==> src/logic/mem_sys_pkg.sv <==
// Bus widths, vector types, AXI response and prot codes, RAM geometry
package mem_sys_pkg;

	////////////////////////////////////////////////////////////////////////////
	// Widths and vector types
	////////////////////////////////////////////////////////////////////////////

	localparam int XLEN  = 32;					// One word
	localparam int BYTES = XLEN / 8;			// Byte lanes per word

	typedef logic [XLEN-1:0]  addr_t;			// Byte address
	typedef logic [XLEN-1:0]  data_t;			// Data word
	typedef logic [BYTES-1:0] strb_t;			// Byte enables / write strobes
	typedef logic [1:0]       resp_t;			// AXI response code
	typedef logic [2:0]       prot_t;			// AXI protection bits

	////////////////////////////////////////////////////////////////////////////
	// AXI codes
	////////////////////////////////////////////////////////////////////////////

	localparam resp_t RESP_OKAY   = 2'b00;
	localparam resp_t RESP_SLVERR = 2'b10;
	localparam resp_t RESP_DECERR = 2'b11;		// No slave at this address

	// Unprivileged, secure, data access
	localparam prot_t PROT_DATA = 3'b000;

	////////////////////////////////////////////////////////////////////////////
	// Addressing and RAM geometry
	////////////////////////////////////////////////////////////////////////////

	localparam int WORD_OFFSET_BITS = $clog2(BYTES);	// Byte offset within a word

	// Clears the byte offset bits
	localparam addr_t WORD_ALIGN_MASK = ~addr_t'(BYTES - 1);

	localparam int RAM_WORDS      = 256;
	localparam int RAM_INDEX_BITS = $clog2(RAM_WORDS);	// Word select width

	// Bits 9:2 pick the word, anything set above bit 9 is out of range

endpackage : mem_sys_pkg

==> src/logic/axil_if.sv <==
// AXI4-Lite interface with the five channels and master/slave modports
`timescale 1ns/1ns

interface axil_if import mem_sys_pkg::*; ();

	// Write address channel
	addr_t awaddr;
	prot_t awprot;
	logic  awvalid;
	logic  awready;

	// Write data channel
	data_t wdata;
	strb_t wstrb;
	logic  wvalid;
	logic  wready;

	// Write response channel
	resp_t bresp;
	logic  bvalid;
	logic  bready;

	// Read address channel
	addr_t araddr;
	prot_t arprot;
	logic  arvalid;
	logic  arready;

	// Read data channel
	data_t rdata;
	resp_t rresp;
	logic  rvalid;
	logic  rready;

	modport master (
		output awaddr, awprot, awvalid, input awready,
		output wdata, wstrb, wvalid, input wready,
		input bresp, bvalid, output bready,
		output araddr, arprot, arvalid, input arready,
		input rdata, rresp, rvalid, output rready
	);

	modport slave (
		input awaddr, awprot, awvalid, output awready,
		input wdata, wstrb, wvalid, output wready,
		output bresp, bvalid, input bready,
		input araddr, arprot, arvalid, output arready,
		output rdata, rresp, rvalid, input rready
	);

endinterface : axil_if

==> src/logic/mem_sys_axil.sv <==
// AXI4-Lite master FSM turning core read/write requests into channel handshakes
`timescale 1ns/1ns

module mem_sys_axil import mem_sys_pkg::*; (
	input	logic		clk,
	input	logic		rst_n,

	// Core request port
	input	addr_t		addr,			// Byte address, aligned here
	input	data_t		data_in,
	input	logic		wr,
	input	logic		rd,
	input	logic		valid,
	input	strb_t		be,				// Write only

	output	data_t		data_out,		// Valid while done is high
	output	logic		done,
	output	logic		err,			// Non-OKAY response

	axil_if.master		bus
);

	typedef enum logic [2:0] {
		IDLE,
		R_ADDR,			// Address still owed
		R_DATA,			// Waiting for r
		W_ADDR,			// Address owed, data maybe
		W_DATA,			// Only data owed
		W_RESP,			// Waiting for b
		BAD				// Impossible handshake order seen
	} state_t;

	state_t	state, state_nxt;
	logic	w_sent, w_sent_nxt;			// Data went out while still in W_ADDR

	logic	rden, wren;
	logic	reading, writing;

	logic	ar_hs, r_hs, aw_hs, w_hs, b_hs;
	logic	ar_owed, aw_owed, w_owed;
	logic	ar_left, aw_left, w_left;

	assign rden = valid & rd;
	assign wren = valid & wr & ~rd;		// Read wins if both are raised

	////////////////////////////////////////////////////////////////////////////
	// State registers
	////////////////////////////////////////////////////////////////////////////

	always_ff @(posedge clk or negedge rst_n) begin
		if (!rst_n) begin
			state  <= IDLE;
			w_sent <= 1'b0;
		end else begin
			state  <= state_nxt;
			w_sent <= w_sent_nxt;
		end
	end

	////////////////////////////////////////////////////////////////////////////
	// Channel handshakes and owed channels
	////////////////////////////////////////////////////////////////////////////

	assign ar_hs = bus.arvalid & bus.arready;
	assign r_hs  = bus.rvalid  & bus.rready;
	assign aw_hs = bus.awvalid & bus.awready;
	assign w_hs  = bus.wvalid  & bus.wready;
	assign b_hs  = bus.bvalid  & bus.bready;

	assign reading = (state == IDLE && rden) || state == R_ADDR || state == R_DATA;
	assign writing = (state == IDLE && wren) || state == W_ADDR ||
		state == W_DATA || state == W_RESP;

	// Which channels still have to transfer in this cycle
	always_comb begin
		ar_owed = 1'b0;
		aw_owed = 1'b0;
		w_owed  = 1'b0;
		case (state)
			IDLE: begin
				ar_owed = rden;
				aw_owed = wren;
				w_owed  = wren;
			end
			R_ADDR:	ar_owed = 1'b1;
			W_ADDR: begin
				aw_owed = 1'b1;
				w_owed  = ~w_sent;		// Dropped once data has gone
			end
			W_DATA:	w_owed = 1'b1;
			default: ;					// R_DATA, W_RESP and BAD owe nothing
		endcase
	end

	// Still owed after this cycle's handshakes
	assign ar_left = ar_owed & ~ar_hs;
	assign aw_left = aw_owed & ~aw_hs;
	assign w_left  = w_owed  & ~w_hs;

	////////////////////////////////////////////////////////////////////////////
	// Bus drive
	////////////////////////////////////////////////////////////////////////////

	assign bus.awaddr  = addr & WORD_ALIGN_MASK;
	assign bus.awprot  = PROT_DATA;
	assign bus.awvalid = aw_owed;
	assign bus.wdata   = data_in;
	assign bus.wstrb   = be;
	assign bus.wvalid  = w_owed;
	assign bus.bready  = 1'b1;			// Always able to take a response

	assign bus.araddr  = addr & WORD_ALIGN_MASK;
	assign bus.arprot  = PROT_DATA;
	assign bus.arvalid = ar_owed;
	assign bus.rready  = 1'b1;

	////////////////////////////////////////////////////////////////////////////
	// Next state and completion
	////////////////////////////////////////////////////////////////////////////

	always_comb begin
		state_nxt  = state;
		w_sent_nxt = 1'b0;
		done       = 1'b0;
		err        = 1'b0;
		data_out   = '0;

		if (state == BAD) begin
			state_nxt = BAD;			// Locked until reset
		end else if (reading) begin
			if (r_hs) begin
				if (ar_left) begin
					state_nxt = BAD;	// Data before its address
				end else begin
					state_nxt = IDLE;
					done      = 1'b1;
					err       = (bus.rresp != RESP_OKAY);
					data_out  = bus.rdata;
				end
			end else if (ar_left) begin
				state_nxt = R_ADDR;
			end else begin
				state_nxt = R_DATA;
			end
		end else if (writing) begin
			if (b_hs) begin
				if (aw_left || w_left) begin
					state_nxt = BAD;	// Response before address or data
				end else begin
					state_nxt = IDLE;
					done      = 1'b1;
					err       = (bus.bresp != RESP_OKAY);
				end
			end else if (aw_left) begin
				state_nxt  = W_ADDR;
				w_sent_nxt = ~w_left;	// Data may already be through
			end else if (w_left) begin
				state_nxt = W_DATA;
			end else begin
				state_nxt = W_RESP;
			end
		end else begin
			state_nxt = IDLE;
		end
	end

endmodule : mem_sys_axil

==> src/flat_wrapper.sv <==
// flat-port wrapper written by rule: the top's interface ports become plain ports
module mem_sys_axil_flat import mem_sys_pkg::*;
  (clk, rst_n, addr, data_in, wr, rd, valid, be, data_out, done, err, bus_awaddr, bus_awprot, bus_awvalid, bus_awready, bus_wdata, bus_wstrb, bus_wvalid, bus_wready, bus_bresp, bus_bvalid, bus_bready, bus_araddr, bus_arprot, bus_arvalid, bus_arready, bus_rdata, bus_rresp, bus_rvalid, bus_rready);
  axil_if bus_i ();
  input	logic clk;
  input	logic rst_n;
  input	addr_t addr;
  input	data_t data_in;
  input	logic wr;
  input	logic rd;
  input	logic valid;
  input	strb_t be;
  output	data_t data_out;
  output	logic done;
  output	logic err;
  output wire logic [$bits(bus_i.awaddr)-1:0] bus_awaddr;
  output wire logic [$bits(bus_i.awprot)-1:0] bus_awprot;
  output wire logic [$bits(bus_i.awvalid)-1:0] bus_awvalid;
  input wire logic [$bits(bus_i.awready)-1:0] bus_awready;
  output wire logic [$bits(bus_i.wdata)-1:0] bus_wdata;
  output wire logic [$bits(bus_i.wstrb)-1:0] bus_wstrb;
  output wire logic [$bits(bus_i.wvalid)-1:0] bus_wvalid;
  input wire logic [$bits(bus_i.wready)-1:0] bus_wready;
  input wire logic [$bits(bus_i.bresp)-1:0] bus_bresp;
  input wire logic [$bits(bus_i.bvalid)-1:0] bus_bvalid;
  output wire logic [$bits(bus_i.bready)-1:0] bus_bready;
  output wire logic [$bits(bus_i.araddr)-1:0] bus_araddr;
  output wire logic [$bits(bus_i.arprot)-1:0] bus_arprot;
  output wire logic [$bits(bus_i.arvalid)-1:0] bus_arvalid;
  input wire logic [$bits(bus_i.arready)-1:0] bus_arready;
  input wire logic [$bits(bus_i.rdata)-1:0] bus_rdata;
  input wire logic [$bits(bus_i.rresp)-1:0] bus_rresp;
  input wire logic [$bits(bus_i.rvalid)-1:0] bus_rvalid;
  output wire logic [$bits(bus_i.rready)-1:0] bus_rready;
  assign bus_awaddr = bus_i.awaddr;
  assign bus_awprot = bus_i.awprot;
  assign bus_awvalid = bus_i.awvalid;
  assign bus_i.awready = bus_awready;
  assign bus_wdata = bus_i.wdata;
  assign bus_wstrb = bus_i.wstrb;
  assign bus_wvalid = bus_i.wvalid;
  assign bus_i.wready = bus_wready;
  assign bus_i.bresp = bus_bresp;
  assign bus_i.bvalid = bus_bvalid;
  assign bus_bready = bus_i.bready;
  assign bus_araddr = bus_i.araddr;
  assign bus_arprot = bus_i.arprot;
  assign bus_arvalid = bus_i.arvalid;
  assign bus_i.arready = bus_arready;
  assign bus_i.rdata = bus_rdata;
  assign bus_i.rresp = bus_rresp;
  assign bus_i.rvalid = bus_rvalid;
  assign bus_rready = bus_i.rready;
  mem_sys_axil u_core (.clk(clk), .rst_n(rst_n), .addr(addr), .data_in(data_in), .wr(wr), .rd(rd), .valid(valid), .be(be), .data_out(data_out), .done(done), .err(err), .bus(bus_i));
endmodule
==> config.mk <==
export PLATFORM = sky130hd
export DESIGN_NAME = mem_sys_axil_flat
export DESIGN_NICKNAME = d
export VERILOG_FILES = /design/src/logic/mem_sys_pkg.sv /design/src/logic/axil_if.sv /design/src/logic/mem_sys_axil.sv /design/src/flat_wrapper.sv
export SDC_FILE = /design/constraint.sdc
export NUM_CORES = 1
export LEC_CHECK = 0
export ABC_CLOCK_PERIOD_IN_PS = 6000
export BUFFER_PORTS_ARGS = -buffer_cell sky130_fd_sc_hd__buf_4
export CAP_MARGIN = 10
export CORE_AREA = 5 5 98 100
export CTS_BUF_LIST = sky130_fd_sc_hd__clkbuf_16
export DETAILED_ROUTE_END_ITERATION = 10
export DIE_AREA = 0 0 103 105
export GPL_TIMING_DRIVEN = 0
export MAX_ROUTING_LAYER = met4
export PLACE_DENSITY = 0.69
export SLEW_MARGIN = 5
export SYNTH_ARGS = -nofsm -noshare
export SYNTH_HDL_FRONTEND = slang
export SYNTH_SLANG_ARGS = --single-unit
==> constraint.sdc <==
create_clock -name clk -period 6 [get_ports clk]
set_clock_uncertainty 0.2 [all_clocks]
set_input_delay 1.2 -clock clk [delete_from_list [all_inputs] [get_ports clk]]
set_output_delay 1.2 -clock clk [all_outputs]
set_load 0.03 [all_outputs]
==> impl_metrics.yaml <==
timing:
  layout_setup_ws_ns: 2.03
  finalCritPeriodShare: 0.661
  drv_slew: 0
  final.setup.tns_ns: 0
  finalHoldViolCount: 0
  max_freq_mhz: 252
  fin_crit_ns: 3.97
  final-setup-viol-count: 0
  relSlewSlack: 0.664
  rsz0062_at_grt: "no"
  tightest_slew_ns: 0.498
placement:
  place.gp.congestion: 0.808
  place_ws_ns: 2.02
  io_buffers: 178
  dp_hpwl_um: 6020
finish:
  drive_gt1_frac: 0.839
  area_growth_pct: 95.8
  antennaDiodeCount: 0
  fin_nets: 517
synth:
  ys_top_cells_by_count: "108 x buf_4, 30 x and2_4, 5 x a21oi_1, 5 x nor2_1"
  seq_area_frac_synth: 0.0606
  synth_edf_count: 0
  synthCells: 207
  synth_top_area_share: 0.491
  netlist_area_um2: 1650
  synth_seq_cells: 4
  synth_area_leader_cell: "buf_4"
  synth_area_leaders: "buf_4 49%, and2_4 16%, dfrtp_1 6.1%, buf_8 2.7%, ha_1 2.3%"
  ys_types: 39
  yosysMostFrequentCell: "buf_4"
  syn_area_per_cell_um2: 7.98
  yosys_warnings: 0
  synthArstFlopShare: 1.00
  synth_flop_cell: "dfrtp_1"
worst_setup_path:
  critPathLaunchType: "input pin"
  endpoint_kind: "output port"
  slowest_stage: "a211oi_2"
  crit_type: "in -> out"
  required_ns: 4.60
  max_stage_delay_ns: 0.41
  crit_fanout: 10
  reg2reg_depth: 7
  path_cells: "buf_4, a211oi_2, nor3_4, and3_4, buf_8, and2_4, buf_4"
  crit_path_frequent_cell: "buf_4"
  cp.arrival_ns: 2.57
grt:
  grt-ovfl-total: 0
  grt_usage: 0.108
  grt_max_degree: 11
  grt_pass1_wl_um: 9430
  antenna_found_initial: 0
  grt_pass1_vias: 1786
cts:
  cts_sinks: 4
  htreeDepth: 1
  cts_tree: "yes"
  clk_pin_slew_worst_paths_ns: 0.03
  clk_path_buf_depth: 2
  holdBufCountCts: 0
  cts_root_buf: "clkbuf_16"
  post_cts_resized: 0
  postCtsSetupBuffers: 0
  cts_made_buffers: 3
  clkLatencyLatePin_ns: 0.23
power:
  switching_power_uw: 432
  pwr-share-comb: 0.836
  p_leak_uw: 0.00186
  seqPwrFrac: 0.047
  p_int_uw: 455
  switching_share: 0.487
  p_clk_frac: 0.118
  p_per_area_nw_per_um2: 274
  vdd_drop_max_mv: 0.221
route:
  viasPerCell: 3.71
  drt_first_pass_iters: 4
  num_vias: 1877
  drt_iter0_markers: 54
  postRouteAntennaNets: 0
  route.detailed.drc: 0
  wl_per_cell_um: 13.2
  drt_wl_total_um: 6670
worst_hold_path:
  whs_path_depth: 3
  hold_path_class: "reg -> reg"
floorplanning:
  ios: 259
  rows: 34
  initial_core_util: 0.192
  design.core.area_um2: 8590
  dieArea_um2: 10800
  die_x_um: 103
  die_y_um: 105
outcome:
  status: "finished clean"
flow_run:
  maxCapViolCount: 0
-- registers in the layout, indices dropped and copies added (netlist names) --
signal / count
u_core.w_sent: 1
u_core.state: 3
-- area by class of cell --
| type | count | area [um2] |
|---|---|---|
| fillers | 884 | 5360 |
| clock buffers | 3 | 75.1 |
| repair buffers | 178 | 1340 |
| flip-flops and latches | 4 | 100 |
| plain buffers | 114 | 877 |
| inverters | 4 | 15.0 |
| multi-input cells | 95 | 698 |
| well taps | 108 | 135 |
-- placed cells by master (no fill, tap or decap), types with 2 or more instances in the layout --
cell type | netlist | routed
and2_2 | 3 | 3
and2_4 | 30 | 30
nand2_1 | 4 | 4
conb_1 | 2 | 12
dfrtp_1 | 4 | 4
nor3b_1 | 2 | 2
ha_1 | 3 | 3
nor3_1 | 2 | 2
nand3b_1 | 3 | 3
buf_4 | 108 | 286
clkbuf_16 | 0 | 3
a2bb2oi_1 | 2 | 2
buf_2 | 2 | 2
inv_1 | 4 | 4
a21oi_1 | 5 | 5
o21ai_0 | 3 | 3
buf_8 | 3 | 3
nor2_1 | 5 | 5
-- critical path: cells and delay by family --
family / cells / cell delay [ns]
buffers and inverters: 3 / 0.43
AND/OR/NAND/NOR: 3 / 0.53
AO/OA/AOI/OAI: 1 / 0.41
-- routing by layer --
layer / vias to the layer above / share of wire / routed length (um) / GRT usage
met5: - / 0 / 0 / -
met4: 0 / 0.010 / 68 / 0.0194
met3: 7 / 0.091 / 609 / 0.00600
met2: 109 / 0.57 / 3780 / 0.214
met1: 835 / 0.33 / 2210 / 0.115
li1: 926 / - / - / -
-- final timing paths --
kind                            startpoint              end  slack (ns)
hold reg to reg            u_core.state[2]  u_core.state[1]        0.53
min in group asynchronous            rst_n  u_core.state[0]        0.56
hold / removal             u_core.state[2]  u_core.state[1]        0.53
max in group asynchronous            rst_n    u_core.w_sent        4.94
setup reg to reg           u_core.state[1]  u_core.state[2]        3.91
setup / recovery                        rd     data_out[26]        2.03
-- power by group through the flow --
stage | Clock [uW] | Combinational [uW] | Sequential, uW
2_1_floorplan | 0 | 520 | 40.7
3_3_place_gp | 0 | 740 | 41.8
3_5_place_dp | 0 | 747 | 41.7
4_1_cts | 107 | 749 | 41.3
5_1_grt | 109 | 786 | 42.7
6_report | 104 | 741 | 41.5
-- metrics by stage --
step | cells | utilization | hold WS, ns | instance area [um2] | power, uW
after detailed placement | 503 | 0.368 | 0.518 | 3160 | 789
final | 506 | 0.377 | 0.533 | 3240 | 887
after CTS | 506 | 0.377 | 0.515 | 3240 | 898
after global placement | 503 | 0.368 | 0.509 | 3160 | 782
after floorplan | 217 | - | 0.438 | 1690 | 560
after global routing | 506 | 0.377 | 0.559 | 3240 | 937
-- cells by family (layout without fill, tap and decap cells) --
family / after synthesis / count (layout) / share of synthesized area
muxes: 1 / 1 / 0.00606
AOI/OAI and AO/OA: 21 / 21 / 0.0931
and+or+nand+nor: 58 / 58 / 0.273
adders and majority gates: 3 / 3 / 0.0227
DFF: 4 / 4 / 0.0606
other: 2 / 12 / 0.00454
buffers and inverters: 118 / 299 / 0.540
Note: power is estimated with default switching activity, not from simulation.
